**src/rtl/a2g_defs.svh**
```systemverilog
// ==============================
// Apple II card glue constants
// Bus, audio and video widths,
// mixer shifts, Phi1 filter sizes
// ==============================

`ifndef A2G_DEFS_SVH
`define A2G_DEFS_SVH

// Apple II data bus
`define A2G_DATA_W 8

// Audio sample and Mockingboard level widths
`define A2G_SAMPLE_W 16
`define A2G_MB_W 10

// Scaling of the sources before they are summed
`define A2G_MB_SHIFT 5
`define A2G_SPK_SHIFT 13

// Phi1 synchronizer depth
`define A2G_SYNC_STAGES 2

// Equal samples needed before the filtered Phi1 may change
`define A2G_DENOISE_LEN 3

// One RGB colour channel
`define A2G_COLOR_W 8

`endif
```
**src/rtl/a2g_pkg.sv**
```systemverilog
// ==============================
// Apple II card glue types
// Data types shared by the glue
// ==============================

`include "a2g_defs.svh"

package a2g_pkg;

    // One byte on the Apple II data bus
    typedef logic [`A2G_DATA_W-1:0] bus_data_t;

    // Unsigned audio sample that wraps on overflow
    typedef logic [`A2G_SAMPLE_W-1:0] sample_t;

    // Output level of one Mockingboard channel
    typedef logic [`A2G_MB_W-1:0] mb_level_t;

    // Single red, green or blue channel
    typedef logic [`A2G_COLOR_W-1:0] color_t;

endpackage

```
**src/rtl/a2_card_glue.sv**
```systemverilog
// ==============================
// Apple II card glue, top level
// Phase control, bus response,
// audio mix and scanline dimming
// ==============================

module a2_card_glue import a2g_pkg::*; #(
    parameter int AUDIO_DIV = 32
) (
    input  logic      clk_logic_w,
    input  logic      arst_n_i,
    input  logic      a2_phi1_i,
    input  logic      ssc_rd_i,
    input  logic      ssp_rd_i,
    input  logic      mb_rd_i,
    input  logic      diskii_rd_i,
    input  bus_data_t ssc_data_i,
    input  bus_data_t ssp_data_i,
    input  bus_data_t mb_data_i,
    input  bus_data_t diskii_data_i,
    input  logic      ssc_irq_n_i,
    input  logic      ssp_irq_n_i,
    input  logic      mb_irq_n_i,
    input  sample_t   ssp_audio_i,
    input  mb_level_t mb_audio_l_i,
    input  mb_level_t mb_audio_r_i,
    input  logic      speaker_i,
    input  logic      scanlines_en_i,
    input  logic      pixel_y_lsb_i,
    input  color_t    r_i,
    input  color_t    g_i,
    input  color_t    b_i,
    output logic      phi0_o,
    output logic      phi1_rise_o,
    output bus_data_t bus_data_o,
    output logic      bus_data_oe_o,
    output logic      irq_n_o,
    output sample_t   audio_l_o,
    output sample_t   audio_r_o,
    output logic      audio_valid_o,
    output color_t    r_o,
    output color_t    g_o,
    output color_t    b_o
);

    logic sample_stb_w;

    // Phi1 filter and audio rate
    bus_phase_ctrl #(
        .AUDIO_DIV(AUDIO_DIV)
    ) bus_phase_ctrl_inst (
        .clk_logic_w (clk_logic_w),
        .arst_n_i    (arst_n_i),
        .a2_phi1_i   (a2_phi1_i),
        .phi0_o      (phi0_o),
        .phi1_rise_o (phi1_rise_o),
        .phi1_fall_o (),
        .sample_stb_o(sample_stb_w)
    );

    // Slot card read data and IRQs
    card_response_arbiter card_response_arbiter_inst (
        .clk_logic_w  (clk_logic_w),
        .arst_n_i     (arst_n_i),
        .phi0_i       (phi0_o),
        .ssc_rd_i     (ssc_rd_i),
        .ssp_rd_i     (ssp_rd_i),
        .mb_rd_i      (mb_rd_i),
        .diskii_rd_i  (diskii_rd_i),
        .ssc_data_i   (ssc_data_i),
        .ssp_data_i   (ssp_data_i),
        .mb_data_i    (mb_data_i),
        .diskii_data_i(diskii_data_i),
        .ssc_irq_n_i  (ssc_irq_n_i),
        .ssp_irq_n_i  (ssp_irq_n_i),
        .mb_irq_n_i   (mb_irq_n_i),
        .bus_data_o   (bus_data_o),
        .bus_data_oe_o(bus_data_oe_o),
        .irq_n_o      (irq_n_o)
    );

    audio_mixer audio_mixer_inst (
        .clk_logic_w  (clk_logic_w),
        .arst_n_i     (arst_n_i),
        .sample_stb_i (sample_stb_w),
        .ssp_audio_i  (ssp_audio_i),
        .mb_audio_l_i (mb_audio_l_i),
        .mb_audio_r_i (mb_audio_r_i),
        .speaker_i    (speaker_i),
        .audio_l_o    (audio_l_o),
        .audio_r_o    (audio_r_o),
        .audio_valid_o(audio_valid_o)
    );

    // Video path is independent of the bus phase
    scanline_dimmer scanline_dimmer_inst (
        .clk_logic_w   (clk_logic_w),
        .arst_n_i      (arst_n_i),
        .scanlines_en_i(scanlines_en_i),
        .pixel_y_lsb_i (pixel_y_lsb_i),
        .r_i           (r_i),
        .g_i           (g_i),
        .b_i           (b_i),
        .r_o           (r_o),
        .g_o           (g_o),
        .b_o           (b_o)
    );

endmodule

```
**src/rtl/scanline_dimmer.sv**
```systemverilog
// ==============================
// Scanline dimmer
// Halves pixel colour on odd
// lines when scanlines are on
// ==============================

module scanline_dimmer import a2g_pkg::*; (
    input  logic   clk_logic_w,
    input  logic   arst_n_i,
    input  logic   scanlines_en_i,
    input  logic   pixel_y_lsb_i,
    input  color_t r_i,
    input  color_t g_i,
    input  color_t b_i,
    output color_t r_o,
    output color_t g_o,
    output color_t b_o
);

    logic dim;

    // Only odd lines get darkened
    assign dim = scanlines_en_i & pixel_y_lsb_i;

    always_ff @(posedge clk_logic_w or negedge arst_n_i) begin
        if (!arst_n_i) begin
            r_o <= '0;
            g_o <= '0;
            b_o <= '0;
        end else if (dim) begin
            // Right shift by one is half brightness
            r_o <= r_i >> 1;
            g_o <= g_i >> 1;
            b_o <= b_i >> 1;
        end else begin
            r_o <= r_i;
            g_o <= g_i;
            b_o <= b_i;
        end
    end

endmodule

```
**src/rtl/audio_mixer.sv**
```systemverilog
// ==============================
// Audio mixer
// Sums SuperSprite, Mockingboard
// and speaker into L/R samples
// ==============================

`include "a2g_defs.svh"

module audio_mixer import a2g_pkg::*; (
    input  logic      clk_logic_w,
    input  logic      arst_n_i,
    input  logic      sample_stb_i,
    input  sample_t   ssp_audio_i,
    input  mb_level_t mb_audio_l_i,
    input  mb_level_t mb_audio_r_i,
    input  logic      speaker_i,
    output sample_t   audio_l_o,
    output sample_t   audio_r_o,
    output logic      audio_valid_o
);

    sample_t mb_l_term;
    sample_t mb_r_term;
    sample_t spk_term;

    // Scale each source into the sample range
    assign mb_l_term = sample_t'(mb_audio_l_i) << `A2G_MB_SHIFT;
    assign mb_r_term = sample_t'(mb_audio_r_i) << `A2G_MB_SHIFT;
    assign spk_term  = sample_t'(speaker_i) << `A2G_SPK_SHIFT;

    always_ff @(posedge clk_logic_w or negedge arst_n_i) begin
        if (!arst_n_i) begin
            audio_valid_o <= 1'b0;
        end else begin
            audio_valid_o <= sample_stb_i;
        end
    end

    // Sum wraps at the sample width
    always_ff @(posedge clk_logic_w) begin
        if (sample_stb_i) begin
            audio_l_o <= ssp_audio_i + mb_l_term + spk_term;
            audio_r_o <= ssp_audio_i + mb_r_term + spk_term;
        end
    end

    // Output samples only appear on the controller's pace
    a_valid_after_stb: assert property (@(posedge clk_logic_w) disable iff (!arst_n_i)
        audio_valid_o |-> $past(sample_stb_i));

endmodule

```
**src/rtl/card_response_arbiter.sv**
```systemverilog
// ==============================
// Card response arbiter
// Merges slot card read data onto
// the bus during Phi0 and combines
// the card interrupt lines
// ==============================

module card_response_arbiter import a2g_pkg::*; (
    input  logic      clk_logic_w,
    input  logic      arst_n_i,
    input  logic      phi0_i,
    input  logic      ssc_rd_i,
    input  logic      ssp_rd_i,
    input  logic      mb_rd_i,
    input  logic      diskii_rd_i,
    input  bus_data_t ssc_data_i,
    input  bus_data_t ssp_data_i,
    input  bus_data_t mb_data_i,
    input  bus_data_t diskii_data_i,
    input  logic      ssc_irq_n_i,
    input  logic      ssp_irq_n_i,
    input  logic      mb_irq_n_i,
    output bus_data_t bus_data_o,
    output logic      bus_data_oe_o,
    output logic      irq_n_o
);

    logic      any_rd;
    bus_data_t sel_data;

    assign any_rd = ssc_rd_i | ssp_rd_i | mb_rd_i | diskii_rd_i;

    // SuperSerial first, Disk II last
    always_comb begin
        if (ssc_rd_i) begin
            sel_data = ssc_data_i;
        end else if (ssp_rd_i) begin
            sel_data = ssp_data_i;
        end else if (mb_rd_i) begin
            sel_data = mb_data_i;
        end else if (diskii_rd_i) begin
            sel_data = diskii_data_i;
        end else begin
            sel_data = '0;
        end
    end

    always_ff @(posedge clk_logic_w or negedge arst_n_i) begin
        if (!arst_n_i) begin
            bus_data_oe_o <= 1'b0;
            irq_n_o       <= 1'b1;
        end else begin
            // Cards may only drive the bus in Phi0
            bus_data_oe_o <= any_rd & phi0_i;
            // Open-drain style wired AND of the IRQ lines
            irq_n_o       <= ssc_irq_n_i & ssp_irq_n_i & mb_irq_n_i;
        end
    end

    always_ff @(posedge clk_logic_w) begin
        bus_data_o <= sel_data;
    end

    // Driving the bus outside Phi0 would clash with the 6502
    a_oe_in_phi0: assert property (@(posedge clk_logic_w) disable iff (!arst_n_i)
        bus_data_oe_o |-> $past(phi0_i));

endmodule

```
**src/rtl/bus_phase_ctrl.sv**
```systemverilog
// ==============================
// Bus phase controller
// Brings Phi1 into the logic clock,
// filters glitches, derives Phi0 and
// its edges, and paces audio samples
// ==============================

`include "a2g_defs.svh"

module bus_phase_ctrl #(
    parameter int AUDIO_DIV = 32
) (
    input  logic clk_logic_w,
    input  logic arst_n_i,
    input  logic a2_phi1_i,
    output logic phi0_o,
    output logic phi1_rise_o,
    output logic phi1_fall_o,
    output logic sample_stb_o
);

    localparam int SYNC_N = `A2G_SYNC_STAGES;
    localparam int HIST_N = `A2G_DENOISE_LEN;
    localparam int CNT_W  = (AUDIO_DIV > 1) ? $clog2(AUDIO_DIV) : 1;

    logic [SYNC_N-1:0] sync_q;
    logic [HIST_N-1:0] hist_q;
    logic              phi1_q;
    logic              hist_high;
    logic              hist_low;
    logic [CNT_W-1:0]  div_cnt_q;

    // Unanimous history decides the level
    assign hist_high = &hist_q;
    assign hist_low  = ~|hist_q;

    // Phi0 is the complement of the clean Phi1
    assign phi0_o = ~phi1_q;

    always_ff @(posedge clk_logic_w or negedge arst_n_i) begin
        if (!arst_n_i) begin
            sync_q      <= '0;
            hist_q      <= '0;
            phi1_q      <= 1'b0;
            phi1_rise_o <= 1'b0;
            phi1_fall_o <= 1'b0;
        end else begin
            sync_q      <= {sync_q[SYNC_N-2:0], a2_phi1_i};
            hist_q      <= {hist_q[HIST_N-2:0], sync_q[SYNC_N-1]};
            phi1_rise_o <= 1'b0;
            phi1_fall_o <= 1'b0;
            if (hist_high && !phi1_q) begin
                phi1_q      <= 1'b1;
                phi1_rise_o <= 1'b1;
            end else if (hist_low && phi1_q) begin
                phi1_q      <= 1'b0;
                phi1_fall_o <= 1'b1;
            end
        end
    end

    // Free-running divider for the audio sample rate
    always_ff @(posedge clk_logic_w or negedge arst_n_i) begin
        if (!arst_n_i) begin
            div_cnt_q    <= '0;
            sample_stb_o <= 1'b0;
        end else begin
            sample_stb_o <= (div_cnt_q == CNT_W'(AUDIO_DIV - 1));
            if (div_cnt_q == CNT_W'(AUDIO_DIV - 1)) begin
                div_cnt_q <= '0;
            end else begin
                div_cnt_q <= div_cnt_q + 1'b1;
            end
        end
    end

    // A single accepted level change per cycle
    a_edge_excl: assert property (@(posedge clk_logic_w) disable iff (!arst_n_i)
        !(phi1_rise_o && phi1_fall_o));

    // Strobe stays one cycle wide
    a_stb_single: assert property (@(posedge clk_logic_w) disable iff (!arst_n_i)
        sample_stb_o |=> !sample_stb_o);

endmodule

```
**config.mk**
```make
export PLATFORM = sky130hd
export DESIGN_NAME = a2_card_glue
export DESIGN_NICKNAME = d
export VERILOG_FILES = /design/src/rtl/a2g_pkg.sv /design/src/rtl/a2_card_glue.sv /design/src/rtl/scanline_dimmer.sv /design/src/rtl/audio_mixer.sv /design/src/rtl/card_response_arbiter.sv /design/src/rtl/bus_phase_ctrl.sv
export VERILOG_INCLUDE_DIRS = /design/src /design/src/rtl
export SDC_FILE = /design/constraint.sdc
export NUM_CORES = 1
export LEC_CHECK = 0
export BUFFER_PORTS_ARGS = -buffer_cell sky130_fd_sc_hd__buf_2
export CAP_MARGIN = 20
export CORE_AREA = 5 5 99 101
export CTS_BUF_LIST = sky130_fd_sc_hd__clkbuf_4
export CTS_CLUSTER_DIAMETER = 60
export DETAILED_ROUTE_END_ITERATION = 12
export DIE_AREA = 0 0 104 106
export GPL_TIMING_DRIVEN = 0
export HOLD_SLACK_MARGIN = 0.06
export MAX_ROUTING_LAYER = met4
export PLACE_DENSITY = 0.78
export SYNTH_ARGS = -nofsm -noshare
export SYNTH_HDL_FRONTEND = slang
export SYNTH_HIERARCHICAL = 1
export SYNTH_SLANG_ARGS = --single-unit
```
**constraint.sdc**
```tcl
create_clock -name clk_logic_w -period 1.35 [get_ports clk_logic_w]
set_input_delay 0.0675 -clock clk_logic_w [delete_from_list [all_inputs] [get_ports clk_logic_w]]
set_output_delay 0.0675 -clock clk_logic_w [all_outputs]
set_load 0.02 [all_outputs]
```
==> impl_results.md <==
- Status: finished with violations
- Failing checks: setup timing
- Synthesis-to-finish area growth: 69.82%
- Setup violations, final: 7
- R2R cell count: 5
- Most common cell after layout, fill and taps aside: buf_2
- CTS tree: done
- Die width: ~100 um
- DRC Markers: 0
- Hold Path Stages: 3
- Drt first pass iters: 4
- Total CTS buffers: 9
- Max-cap violations: 0
- Die area: around 11000 um2
- Core Region: ~8900 um2
- Hold path startpoint: pixel_y_lsb_i
- Most frequent cells in the layout: buf_2, dlygate4sd3_1, dfrtp_1
- Element type at the critical path start: input port
- Crit Reg-Reg Endpoint: bus_phase_ctrl_inst/div_cnt_q[3]$_DFF_PN0_
- Crit end category: flip-flop
- WL per Instance: between 15 and 20 um
- Slew HR: 0.4331
- Layout net count: between 700 and 800
- Max IR drop VDD: about 0.00050 V
- GPL Wtd Cong: around 0.81
- H-Tree Depth: 3
- Vias per inst: between 4 and 5
- Layout cells sized above 1: 0.5249
- Util after Layout: 0.7147
- Worst Clk Skew: about 0.016 ns
- Row cnt: 35
- # port buffers: 172
- Final hold violations: 0
- Yosys warnings: 6
- Syn Std Cell Area: 3760 um2
- PD cells: slightly below 900 nW/um2
- Cells after Synth: approximately 270
- Post-DP HPWL: 6.946 mm
- Cell at the root of the clock tree: clkbuf_4
- CP Max Fanout: 2
- Required time of the critical path: approximately 1.5 ns
- Final Worst Setup Slack: -0.2764 ns
- Peak Freq: 0.6148 GHz
- Hold WC Path Type: in2reg
- Skew-Pair Late Insertion Delay: 0.42 ns
- Final ANT Viol Nets: 0
- Crit Path Class: in2reg
- DR iter-0 viols: 135
- Worst r2r src: bus_phase_ctrl_inst/div_cnt_q[1]$_DFF_PN0_
- First-pass GRT wire length: roughly 18 mm
- R2r setup slk: 0.04 ns
- Actual slew at the worst max-slew pin: 0.8504 ns
- Pin count of the biggest net entering global routing: just over 40
- Initial antenna violation count: 0
- Reg clk slew, reported paths: approximately 0.13 ns
- Unrepaired setup endpoints after global routing: true
- Leak Pwr: 2.974 nW
- Final setup TNS: -0.8073 ns
- Crit path DAT: 1.81 ns
- GRT Util Overall: 0.2049
- I/O pins: approximately 170
- Average cell area after synthesis: ~14 um2
- Vias in the first global route: roughly 3700
- Hold EP: scanline_dimmer_inst/r_o[2]$_DFF_PN0_
- Starting density of the core: 0.4209
- Total gr overflow: 0
- Drt total wl: around 11 mm
- Die Y: approximately 110 um
- Ant diodes: 0
- Final period util: 1.205
- Max Buffers Root-to-Sink: 2
- CTS Sinks: 75
- Final min period: 1.626 ns
- Final slew viol count: 0
- Vias post-DR: 3291
- Syn_nets: roughly 420
-- power by group --
| group | switching [W] | leakage, nW | total [W] | internal, W |
|---|---|---|---|---|
| clock network | 0.000858 | 0.0746 | 0.00144 | 0.000578 |
| registers | 0.0000302 | 0.784 | 0.00252 | 0.00249 |
| logic | 0.000747 | 2.12 | 0.00169 | 0.000945 |
-- critical path, cell delays in order --
cell and delay, ns:
buf_6 0.10, ha_4 0.23, ha_4 0.16, fa_2 0.35, a21o_1 0.19, a221o_1 0.34, nor3_2 0.11, o21bai_1 0.10
xor2_1 0.16
-- what timing repair did --
action                     CTS  global route
hold endpoints to repair    85             0
pin swaps                   32            21
hold buffers                87             0
setup endpoints to repair   14             9
setup buffers               10             5
gates resized for setup     34            15
-- sequential cells by signal, indices dropped and copies added, names as in the netlist --
signal                                    count
card_response_arbiter_inst/irq_n_o            1
audio_mixer_inst/audio_valid_o                1
card_response_arbiter_inst/bus_data_o         8
scanline_dimmer_inst/b_o                      8
scanline_dimmer_inst/r_o                      8
bus_phase_ctrl_inst/phi1_rise_o               1
scanline_dimmer_inst/g_o                      8
card_response_arbiter_inst/bus_data_oe_o      1
bus_phase_ctrl_inst/sample_stb_o              1
bus_phase_ctrl_inst/sync_q                    2
audio_mixer_inst/audio_l_o                   11
bus_phase_ctrl_inst/hist_q                    3
bus_phase_ctrl_inst/div_cnt_q                 5
audio_mixer_inst/audio_r_o                   16
bus_phase_ctrl_inst/phi1_q                    1
-- metal layers --
metal | vias to the layer above | global-route usage | part of all wire | routed length (um)
met2 | 126 | 0.3661 | 0.54 | 5888
met5 | - | - | 0 | 0
met1 | 1577 | 0.2206 | 0.38 | 4097
met4 | 0 | 0.08233 | 0.027 | 290
met3 | 25 | 0.04554 | 0.058 | 634
li1 | 1563 | - | - | -
-- per-stage QoR --
step	hold WS [ns]	setup slack (ns)	cells	instance area (um2)	total power, W
3_3_place_gp	0.1844	-0.8645	555	4936	0.003753
3_5_place_dp	0.1801	-0.8708	556	4964	0.003806
6_report	0.1021	-0.2764	673	6385	0.005650
4_1_cts	0.06754	-0.2723	669	6266	0.005632
2_1_floorplan	-0.2281	-0.6036	272	3936	0.003375
5_1_grt	0.08347	-0.3008	673	6385	0.005987
-- layout make-up --
class	count	area (um2)
fillers	618	2549
multi-input cells	171	2039
flip-flops and latches	75	1974
repair buffers	274	1941
well taps	111	138.9
plain buffers	10	87.58
clock inverters	7	76.32
clock buffers	9	67.56
inverters	16	60.06
-- worst max-delay path by stage --
stage | from | endpoint | slack (ns) | depth (start not counted)
floorplan | ssp_audio_i[6] | audio_mixer_inst/audio_r_o[14]$_DFFE_PP_ | -0.60 | 8
global placement | ssp_audio_i[6] | audio_mixer_inst/audio_r_o[14]$_DFFE_PP_ | -0.86 | 9
detailed placement | ssp_audio_i[6] | audio_mixer_inst/audio_r_o[14]$_DFFE_PP_ | -0.87 | 9
CTS | mb_audio_r_i[1] | audio_mixer_inst/audio_r_o[14]$_DFFE_PP_ | -0.27 | 9
global route | mb_audio_r_i[1] | audio_mixer_inst/audio_r_o[14]$_DFFE_PP_ | -0.30 | 9
finish | mb_audio_r_i[1] | audio_mixer_inst/audio_r_o[14]$_DFFE_PP_ | -0.28 | 9
(Power assumes the default switching activity.)
